<file path="src/fetch_pkg.sv">
`default_nettype none

package fetch_pkg;

  localparam int WORD_W = 16;  // program word
  localparam int ADDR_W = 6;  // 64 words
  localparam int PAGE_W = 3;  // segment / logical page index
  localparam int OFFSET_W = ADDR_W - PAGE_W;  // word within page
  localparam int PAGE_WORDS = 2 ** OFFSET_W;  // 8 words per page
  localparam int RAM_WORDS = 2 ** ADDR_W;

  typedef logic [ADDR_W-1:0] addr_t;
  typedef logic [WORD_W-1:0] word_t;

  // same word, seen raw or split into opcode / operand bytes
  typedef union packed {
    word_t raw;
    struct packed {
      logic [7:0] opcode;
      logic [7:0] operand;
    } op;
  } program_word_t;

  // chain 0->3->6->1->4->7, 7 ends on itself, 2 and 5 off chain
  localparam logic [PAGE_W-1:0] PAGE_CHAIN [0:7] = '{3'd3, 3'd4, 3'd2, 3'd6, 3'd7, 3'd5, 3'd1, 3'd7};
  // logical page held by each segment
  localparam logic [PAGE_W-1:0] PAGE_LOGICAL [0:7] = '{3'd0, 3'd3, 3'd7, 3'd1, 3'd4, 3'd7, 3'd2, 3'd5};
  localparam logic [PAGE_W-1:0] START_SEGMENT = 3'd0;

  localparam addr_t FETCH_BASE = 6'd40;  // logical page 5, offset 0
  localparam int FETCH_COUNT = 5;
  localparam int FETCH_IDX_W = 3;

  localparam logic [7:0] SIG_OPCODE = 8'h0C;  // offsets 0 and 2
  localparam word_t SIG_RAW_1 = 16'h0001;
  localparam word_t SIG_RAW_3 = 16'h0002;
  localparam word_t SIG_RAW_4 = 16'h0402;
  localparam logic [7:0] SIG_CHARS [0:FETCH_COUNT-1] = '{"A", "R", "C", "I", "N"};
  localparam logic [7:0] CHAR_MISS = "X";
  localparam logic [7:0] CHAR_BANNER = "M";

  localparam int CLKS_PER_BIT = 16;  // sim rate
  localparam int CYCLE_CNT_W = $clog2(CLKS_PER_BIT);
  localparam int FRAME_BITS = 10;  // start + 8 data + stop
  localparam int FIFO_DEPTH = 8;
  localparam int FIFO_PTR_W = $clog2(FIFO_DEPTH);

  // page walker states
  localparam logic [1:0] WALK_IDLE = 2'd0;
  localparam logic [1:0] WALK_STEP = 2'd1;
  localparam logic [1:0] WALK_READ = 2'd2;

  // fetcher states
  localparam logic [2:0] ST_IDLE = 3'd0;
  localparam logic [2:0] ST_BANNER = 3'd1;
  localparam logic [2:0] ST_REQUEST = 3'd2;
  localparam logic [2:0] ST_WAIT = 3'd3;
  localparam logic [2:0] ST_EMIT = 3'd4;
  localparam logic [2:0] ST_DRAIN = 3'd5;

endpackage

`default_nettype wire

</file>
<file path="src/mem_read_if.sv">
`timescale 1ns/1ps
`default_nettype none

interface mem_read_if;
  import fetch_pkg::*;

  logic exec;  // one-cycle request strobe
  addr_t address;  // logical, held until ready
  logic ready;  // one-cycle done strobe
  word_t value;  // valid with ready

  modport requester (
    output exec, address,
    input ready, value
  );

  modport responder (
    input exec, address,
    output ready, value
  );

endinterface

`default_nettype wire

</file>
<file path="src/program_ram.sv">
`timescale 1ns/1ps
`default_nettype none

module program_ram (
  input logic clk,
  input logic write_enable,
  input fetch_pkg::addr_t write_address,
  input fetch_pkg::word_t write_data,
  input fetch_pkg::addr_t read_address,
  output fetch_pkg::word_t read_data
);
  import fetch_pkg::*;

  word_t mem [0:RAM_WORDS-1];  // host-loaded program image

  // host load port
  always_ff @(posedge clk) begin
    if (write_enable) begin
      mem[write_address] <= write_data;  // commits on this edge
    end
  end

  // registered read, one cycle
  always_ff @(posedge clk) begin
    read_data <= mem[read_address];
  end

endmodule

`default_nettype wire

</file>
<file path="src/page_walker.sv">
`timescale 1ns/1ps
`default_nettype none

module page_walker (
  input logic clk,
  input logic read_address_ready,
  mem_read_if.responder rd,
  input logic load_valid,
  input fetch_pkg::addr_t load_address,
  input fetch_pkg::word_t load_data
);
  import fetch_pkg::*;

  logic [1:0] state;
  logic [PAGE_W-1:0] segment;  // current chain position
  logic [PAGE_W-1:0] page;  // logical page of request
  logic [OFFSET_W-1:0] offset;  // word within page
  addr_t ram_read_address;
  word_t ram_read_data;

  // physical word = segment base + offset
  function automatic addr_t map_address(input logic [PAGE_W-1:0] seg,
                                        input logic [OFFSET_W-1:0] off);
    return addr_t'(seg * PAGE_WORDS) + addr_t'(off);
  endfunction

  assign page = rd.address[ADDR_W-1 -: PAGE_W];  // upper bits
  assign offset = rd.address[OFFSET_W-1:0];  // address held by requester
  assign rd.value = ram_read_data;  // stable until next request

  always_ff @(posedge clk or posedge read_address_ready) begin
    if (read_address_ready) begin
      state <= WALK_IDLE;
      segment <= '0;
      ram_read_address <= '0;
      rd.ready <= 1'b0;
    end else begin
      rd.ready <= 1'b0;  // strobe by default
      case (state)
        WALK_IDLE: begin
          if (rd.exec) begin
            if (page == '0) begin
              // page 0 always lives in the start segment
              ram_read_address <= map_address(START_SEGMENT, offset);
              state <= WALK_READ;
            end else begin
              segment <= PAGE_CHAIN[START_SEGMENT];  // first link
              state <= WALK_STEP;
            end
          end
        end
        WALK_STEP: begin
          if (PAGE_LOGICAL[segment] == page) begin
            ram_read_address <= map_address(segment, offset);  // found
            state <= WALK_READ;
          end else begin
            segment <= PAGE_CHAIN[segment];  // one link per cycle
          end
        end
        WALK_READ: begin
          rd.ready <= 1'b1;  // ram data lands with this edge
          state <= WALK_IDLE;
        end
        default: begin
          state <= WALK_IDLE;
        end
      endcase
    end
  end

  program_ram program_ram_inst (
    .clk(clk),
    .write_enable(load_valid),
    .write_address(load_address),  // host writes physical words
    .write_data(load_data),
    .read_address(ram_read_address),
    .read_data(ram_read_data)
  );

endmodule

`default_nettype wire

</file>
<file path="src/signature_fetcher.sv">
`timescale 1ns/1ps
`default_nettype none

module signature_fetcher (
  input logic clk,
  input logic read_address_ready,
  input logic run,
  mem_read_if.requester rd,
  output logic push,
  output logic [7:0] push_char,
  input logic full,
  input logic drained,
  output logic busy
);
  import fetch_pkg::*;

  logic [2:0] state;
  logic [FETCH_IDX_W-1:0] word_idx;  // 0..4
  logic [7:0] char_reg;  // char for last returned word
  program_word_t fetched;
  logic last_word;

  // compare one word against its signature entry
  function automatic logic [7:0] sig_char(input logic [FETCH_IDX_W-1:0] idx,
                                          input program_word_t w);
    logic hit;
    case (idx)
      3'd0, 3'd2: hit = (w.op.opcode == SIG_OPCODE);  // opcode byte only
      3'd1: hit = (w.raw == SIG_RAW_1);
      3'd3: hit = (w.raw == SIG_RAW_3);
      3'd4: hit = (w.raw == SIG_RAW_4);
      default: hit = 1'b0;
    endcase
    return hit ? SIG_CHARS[idx] : CHAR_MISS;
  endfunction

  assign fetched.raw = rd.value;
  assign last_word = (word_idx == FETCH_IDX_W'(FETCH_COUNT - 1));

  assign rd.exec = (state == ST_REQUEST);  // one cycle per word
  assign rd.address = FETCH_BASE + addr_t'(word_idx);  // held through wait

  // push only when the fifo has room
  assign push = ((state == ST_BANNER) || (state == ST_EMIT)) && !full;
  assign push_char = (state == ST_BANNER) ? CHAR_BANNER : char_reg;
  assign busy = (state != ST_IDLE);

  always_ff @(posedge clk or posedge read_address_ready) begin
    if (read_address_ready) begin
      state <= ST_IDLE;
      word_idx <= '0;
      char_reg <= '0;
    end else begin
      case (state)
        ST_IDLE: begin
          if (run) begin
            word_idx <= '0;
            state <= ST_BANNER;
          end
        end
        ST_BANNER: begin
          if (!full) state <= ST_REQUEST;  // banner pushed this cycle
        end
        ST_REQUEST: begin
          state <= ST_WAIT;
        end
        ST_WAIT: begin
          if (rd.ready) begin
            char_reg <= sig_char(word_idx, fetched);
            state <= ST_EMIT;
          end
        end
        ST_EMIT: begin
          if (!full) begin
            word_idx <= word_idx + 1'b1;
            state <= last_word ? ST_DRAIN : ST_REQUEST;
          end
        end
        ST_DRAIN: begin
          if (drained) state <= ST_IDLE;  // wait for uart to finish
        end
        default: begin
          state <= ST_IDLE;
        end
      endcase
    end
  end

endmodule

`default_nettype wire

</file>
<file path="src/uart_serializer.sv">
`timescale 1ns/1ps
`default_nettype none

module uart_serializer (
  input logic clk,
  input logic read_address_ready,
  input logic start,
  input logic [7:0] data,
  output logic idle,
  output logic tx
);
  import fetch_pkg::*;

  logic active;
  logic [FRAME_BITS-1:0] shift_reg;  // stop, data, start; lsb goes out first
  logic [CYCLE_CNT_W-1:0] cycle_cnt;  // cycles within one bit
  logic [3:0] bit_cnt;  // bit within frame

  assign idle = !active;
  assign tx = shift_reg[0];  // all ones when idle

  always_ff @(posedge clk or posedge read_address_ready) begin
    if (read_address_ready) begin
      active <= 1'b0;
      shift_reg <= '1;  // line idles high
      cycle_cnt <= '0;
      bit_cnt <= '0;
    end else if (!active) begin
      if (start) begin
        shift_reg <= {1'b1, data, 1'b0};  // latch frame
        active <= 1'b1;
        cycle_cnt <= '0;
        bit_cnt <= '0;
      end
    end else if (cycle_cnt == CYCLE_CNT_W'(CLKS_PER_BIT - 1)) begin
      cycle_cnt <= '0;
      shift_reg <= {1'b1, shift_reg[FRAME_BITS-1:1]};  // next bit, fill with idle
      if (bit_cnt == 4'(FRAME_BITS - 1)) begin
        active <= 1'b0;  // stop bit done
      end else begin
        bit_cnt <= bit_cnt + 1'b1;
      end
    end else begin
      cycle_cnt <= cycle_cnt + 1'b1;
    end
  end

endmodule

`default_nettype wire

</file>
<file path="src/uart_tx_buffer.sv">
`timescale 1ns/1ps
`default_nettype none

module uart_tx_buffer (
  input logic clk,
  input logic read_address_ready,
  input logic push,
  input logic [7:0] push_char,
  output logic full,
  output logic drained,
  output logic tx
);
  import fetch_pkg::*;

  logic [7:0] fifo_mem [0:FIFO_DEPTH-1];  // ring storage
  logic [FIFO_PTR_W-1:0] wr_ptr;
  logic [FIFO_PTR_W-1:0] rd_ptr;
  logic [FIFO_PTR_W:0] count;  // 0..FIFO_DEPTH
  logic do_push;
  logic do_pop;
  logic start;  // one-cycle kick to serializer
  logic [7:0] tx_char;
  logic idle;

  assign full = (count == (FIFO_PTR_W + 1)'(FIFO_DEPTH));
  assign do_push = push && !full;
  assign do_pop = idle && !start && (count != '0);  // serializer free, data waiting
  assign drained = (count == '0) && idle && !start;

  always_ff @(posedge clk) begin
    if (do_push) fifo_mem[wr_ptr] <= push_char;
    if (do_pop) tx_char <= fifo_mem[rd_ptr];
  end

  always_ff @(posedge clk or posedge read_address_ready) begin
    if (read_address_ready) begin
      wr_ptr <= '0;
      rd_ptr <= '0;
      count <= '0;
      start <= 1'b0;
    end else begin
      start <= do_pop;
      if (do_push) wr_ptr <= wr_ptr + 1'b1;  // wraps at depth
      if (do_pop) rd_ptr <= rd_ptr + 1'b1;
      if (do_push && !do_pop) count <= count + 1'b1;
      else if (do_pop && !do_push) count <= count - 1'b1;
    end
  end

  uart_serializer uart_serializer_inst (
    .clk(clk),
    .read_address_ready(read_address_ready),
    .start(start),
    .data(tx_char),
    .idle(idle),
    .tx(tx)
  );

endmodule

`default_nettype wire

</file>
<file path="src/fetch_top.sv">
`timescale 1ns/1ps
`default_nettype none

module fetch_top (
  input logic clk,
  input logic read_address_ready,  // async reset, active high
  input logic load_valid,
  input fetch_pkg::addr_t load_address,
  input fetch_pkg::word_t load_data,
  input logic run,
  output logic busy,
  output logic tx
);

  logic push;
  logic [7:0] push_char;
  logic full;
  logic drained;

  mem_read_if rd_bus ();  // fetcher <-> walker read channel

  page_walker page_walker_inst (
    .clk(clk),
    .read_address_ready(read_address_ready),
    .rd(rd_bus.responder),
    .load_valid(load_valid),  // host loads physical words
    .load_address(load_address),
    .load_data(load_data)
  );

  signature_fetcher signature_fetcher_inst (
    .clk(clk),
    .read_address_ready(read_address_ready),
    .run(run),
    .rd(rd_bus.requester),
    .push(push),
    .push_char(push_char),
    .full(full),
    .drained(drained),
    .busy(busy)
  );

  uart_tx_buffer uart_tx_buffer_inst (
    .clk(clk),
    .read_address_ready(read_address_ready),
    .push(push),
    .push_char(push_char),
    .full(full),
    .drained(drained),
    .tx(tx)
  );

endmodule

`default_nettype wire

</file>
<file path="config.mk">
export PLATFORM = sky130hd
export DESIGN_NAME = fetch_top
export DESIGN_NICKNAME = d
export VERILOG_FILES = /design/src/fetch_pkg.sv /design/src/mem_read_if.sv /design/src/program_ram.sv /design/src/page_walker.sv /design/src/signature_fetcher.sv /design/src/uart_serializer.sv /design/src/uart_tx_buffer.sv /design/src/fetch_top.sv
export SDC_FILE = /design/constraint.sdc
export NUM_CORES = 1
export LEC_CHECK = 0
export BUFFER_PORTS_ARGS = -buffer_cell sky130_fd_sc_hd__clkbuf_2
export CAP_MARGIN = 10
export CORE_UTILIZATION = 60
export DETAILED_ROUTE_END_ITERATION = 6
export GPL_ROUTABILITY_DRIVEN = 0
export GPL_TIMING_DRIVEN = 0
export HOLD_SLACK_MARGIN = 0.15
export MAX_ROUTING_LAYER = met4
export PLACE_DENSITY = 0.82
export SYNTH_ARGS = -nofsm -noshare
export SYNTH_HDL_FRONTEND = slang
export SYNTH_SLANG_ARGS = --single-unit
</file>
<file path="constraint.sdc">
create_clock -name clk -period 4.25 [get_ports clk]
set_clock_uncertainty 0.15 [all_clocks]
set_input_delay 0.85 -clock clk [delete_from_list [all_inputs] [get_ports clk]]
set_output_delay 0.85 -clock clk [all_outputs]
set_load 0.1 [all_outputs]
</file>
==> flow_summary.ini <==
[yosys]
syn_inst = 2105
synthFlopType = edfxtp_1
async_flop_share = 0.0462
ys_ff_latch = 1147
synth_seq_area_share = 0.759
synth_top_area_frac = 0.722
avgSynthCellArea_um2 = 21.3
ys_top_cells_by_area = edfxtp_1 72%, mux4_2 11%, dfrtp_1 2.5%, mux4_1 2.4%, mux2i_1 0.98%
synth_nets = 2150
yosys.cell_types.count = 65
syn-cell-area_um2 = 44800
yosysWarnings = 0
synth_edf_count = 1078
yosysTopAreaCell = edfxtp_1

[floorplan]
ios = 28
fp.dieW_um = 275
die_area_um2 = 75800
core.rowCount = 99
start_util = 0.610
die_y_um = 275
core-area_um2 = 73500

[cts]
root_buffer = clkbuf_16
path_clk_slew_ns = 0.07
worstSkewPairLatency_ns = 0.69
clockBufferDepth = 3
numClockSinks = 1147
tritoncts = done
cts_htree_levels = 3
post-cts-setup-buffers = 0
cts_inserted_buffers = 107

[route]
drc = 0
ant_nets = 0
wirelength_mm = 117
met2_length_mm = 55.1
highest_layer = met4
dr.pass1.iters = 6
via_count = 24200
route.layer.met1.wl_mm = 39.6
via_per_inst = 7.19
wl_per_cell_um = 34.7
route.met3.wl_mm = 14.7
drt_iter0_drc = 3928

[sta]
rsz0062_at_grt = no
min_period_ns = 3.58
final_hold_viol_count = 0
worst_slew_pin_slew_ns = 1.17
fin_crit_sh = 0.843
report.final.slew_viol_count = 0
tns_ns = 0
relSlewSlack = 0.223
setup_viol = 0
clock.fmax_mhz = 279

[setup_path]
path_class = reg2reg
crit_family = buffers and inverters
endpoint_kind = register
critPathMaxStageDelay_ns = 0.72
cp.buffers_inverters = 2
cpMostUsedCell = o21ai_0
start_kind = register
timing.critical_path.fanout_max = 11
worstPathCellList = buf_2 -> clkbuf_1 -> mux2i_1 -> o21ai_0 -> o21ai_0 -> nor3_1
crit_required_ns = 4.67
cp.arrival_ns = 4.01
critPathSlowestCell = clkbuf_1

[cells_and_area]
largest_register_ffs = 1024
post-route-util = 0.695
reg.largest.list = page_walker_inst.program_ram_inst.mem: 1024 flops, uart_tx_buffer_inst.fifo_mem: 48 flops, page_walker_inst.program_ram_inst.read_data: 16 flops
final_layout_size_suffix_gt1_frac = 0.281
largest-register = page_walker_inst.program_ram_inst.mem
final_common_cell = edfxtp_1
final_area_um2 = 51000
nets = 2357
layout_common_cells = 1078 x edfxtp_1, 224 x mux4_2, 108 x clkbuf_16, 63 x nor2_2
stdcell_count = 3366
syn2layout_area_growth_pct = 13.9

[grt]
grt_pass1_wl_mm = 166
grt_max_degree = 65
antenna_found_initial = 7
overflow = 0
grt_pass1_vias = 24300
grt_util_all_layers = 0.324

[outcome]
status = finished clean

[pwr]
ir_worst_vdd_mv = 0.472
p_total_mw = 25.7
leakage_nw = 16.3
p_per_area_nw_per_um2 = 504

[place]
place_area_um2 = 47400
dpl.hpwl_mm = 69.4
io_buffers = 23
place_inst = 3150

[job]
maxCapViolCount = 0

[hold_path]
hold_path.class = reg2reg
## routing by layer
metal	vias to the layer above	track usage
li1	9233	-
met1	12200	0.413
met2	2231	0.490
met3	487	0.0813
met4	0	0.166
met5	-	-
## per-stage QoR
step / hold WS [ns] / setup WS, ns
floorplan: 0.276 / 1.18
global placement: 0.298 / -0.242
detailed placement: 0.298 / 0.718
CTS: 0.334 / 0.832
global route: 0.354 / 0.685
finish: 0.328 / 0.667
## Yosys cell counts, types with 21 or more instances
library cell and number:
edfxtp_1 1078, buf_6 27, buf_2 23, dfrtp_1 44, mux2_2 32, nor2_1 101, nor3_1 21, clkbuf_1 28
a21oi_1 39, mux2i_1 44, mux4_2 224, mux4_1 41, a22oi_1 51, nand2_1 51, o21ai_0 21
## worst reg2reg max path, delay by kind of cell (launching register included)
family | cells | cell delay (ns)
buf+inv | 2 | 1.23
flops | 1 | 0.68
simple gates | 1 | 0.36
mux | 1 | 0.30
compound gates | 2 | 0.77
## where the power goes
group | total, mW | internal (mW) | leakage (nW) | switching, mW
combinational | 3.28 | 1.25 | 4.12 | 2.03
sequential | 13.1 | 12.8 | 10.5 | 0.272
clock | 9.37 | 5.18 | 1.67 | 4.20
total | 25.7 | 19.3 | 16.3 | 6.50
## repair_timing
action	4_1_cts	5_1_grt
hold buffers	1	0
resized for setup	0	0
hold endpoints to repair	18	0
## cells by family (layout without fill, tap and decap cells)
family / count (synthesis) / after routing / synth area share
AOI/OAI and AO/OA: 201 / 201 / 0.0312
buffers and inverters: 125 / 419 / 0.0196
muxes: 341 / 341 / 0.154
xor gates and xnor gates: 12 / 12 / 0.00235
other: 0 / 8 / 0
adders and majority gates: 19 / 19 / 0.00547
and+or+nand+nor: 260 / 260 / 0.0275
DFF: 1147 / 1147 / 0.759
## final timing paths
kind,slack [ns],end,depth (start not counted),start
setup / recovery,0.67,page_walker_inst.program_ram_inst.read_data[12],6,page_walker_inst.ram_read_address[4]
hold / removal,0.33,signature_fetcher_inst.char_reg[6],1,signature_fetcher_inst.char_reg[6]
setup reg to reg,0.67,page_walker_inst.program_ram_inst.read_data[12],6,page_walker_inst.ram_read_address[4]
hold reg to reg,0.33,signature_fetcher_inst.char_reg[6],1,signature_fetcher_inst.char_reg[6]
max in group asynchronous,2.79,async pin,4,read_address_ready
min in group asynchronous,0.57,signature_fetcher_inst.char_reg[2],3,read_address_ready
## cell type report
type | count | area [um2]
inverter | 15 | 56.3
clock inverter | 72 | 641
clock buffer | 124 | 2770
buffer | 110 | 823
timing repair buffer | 98 | 1430
tap | 959 | 1200
multi-input combinational | 833 | 10100
sequential | 1147 | 34000
antenna | 8 | 20.0
fill | 4012 | 22400
Power figures use the tool's default switching activity.
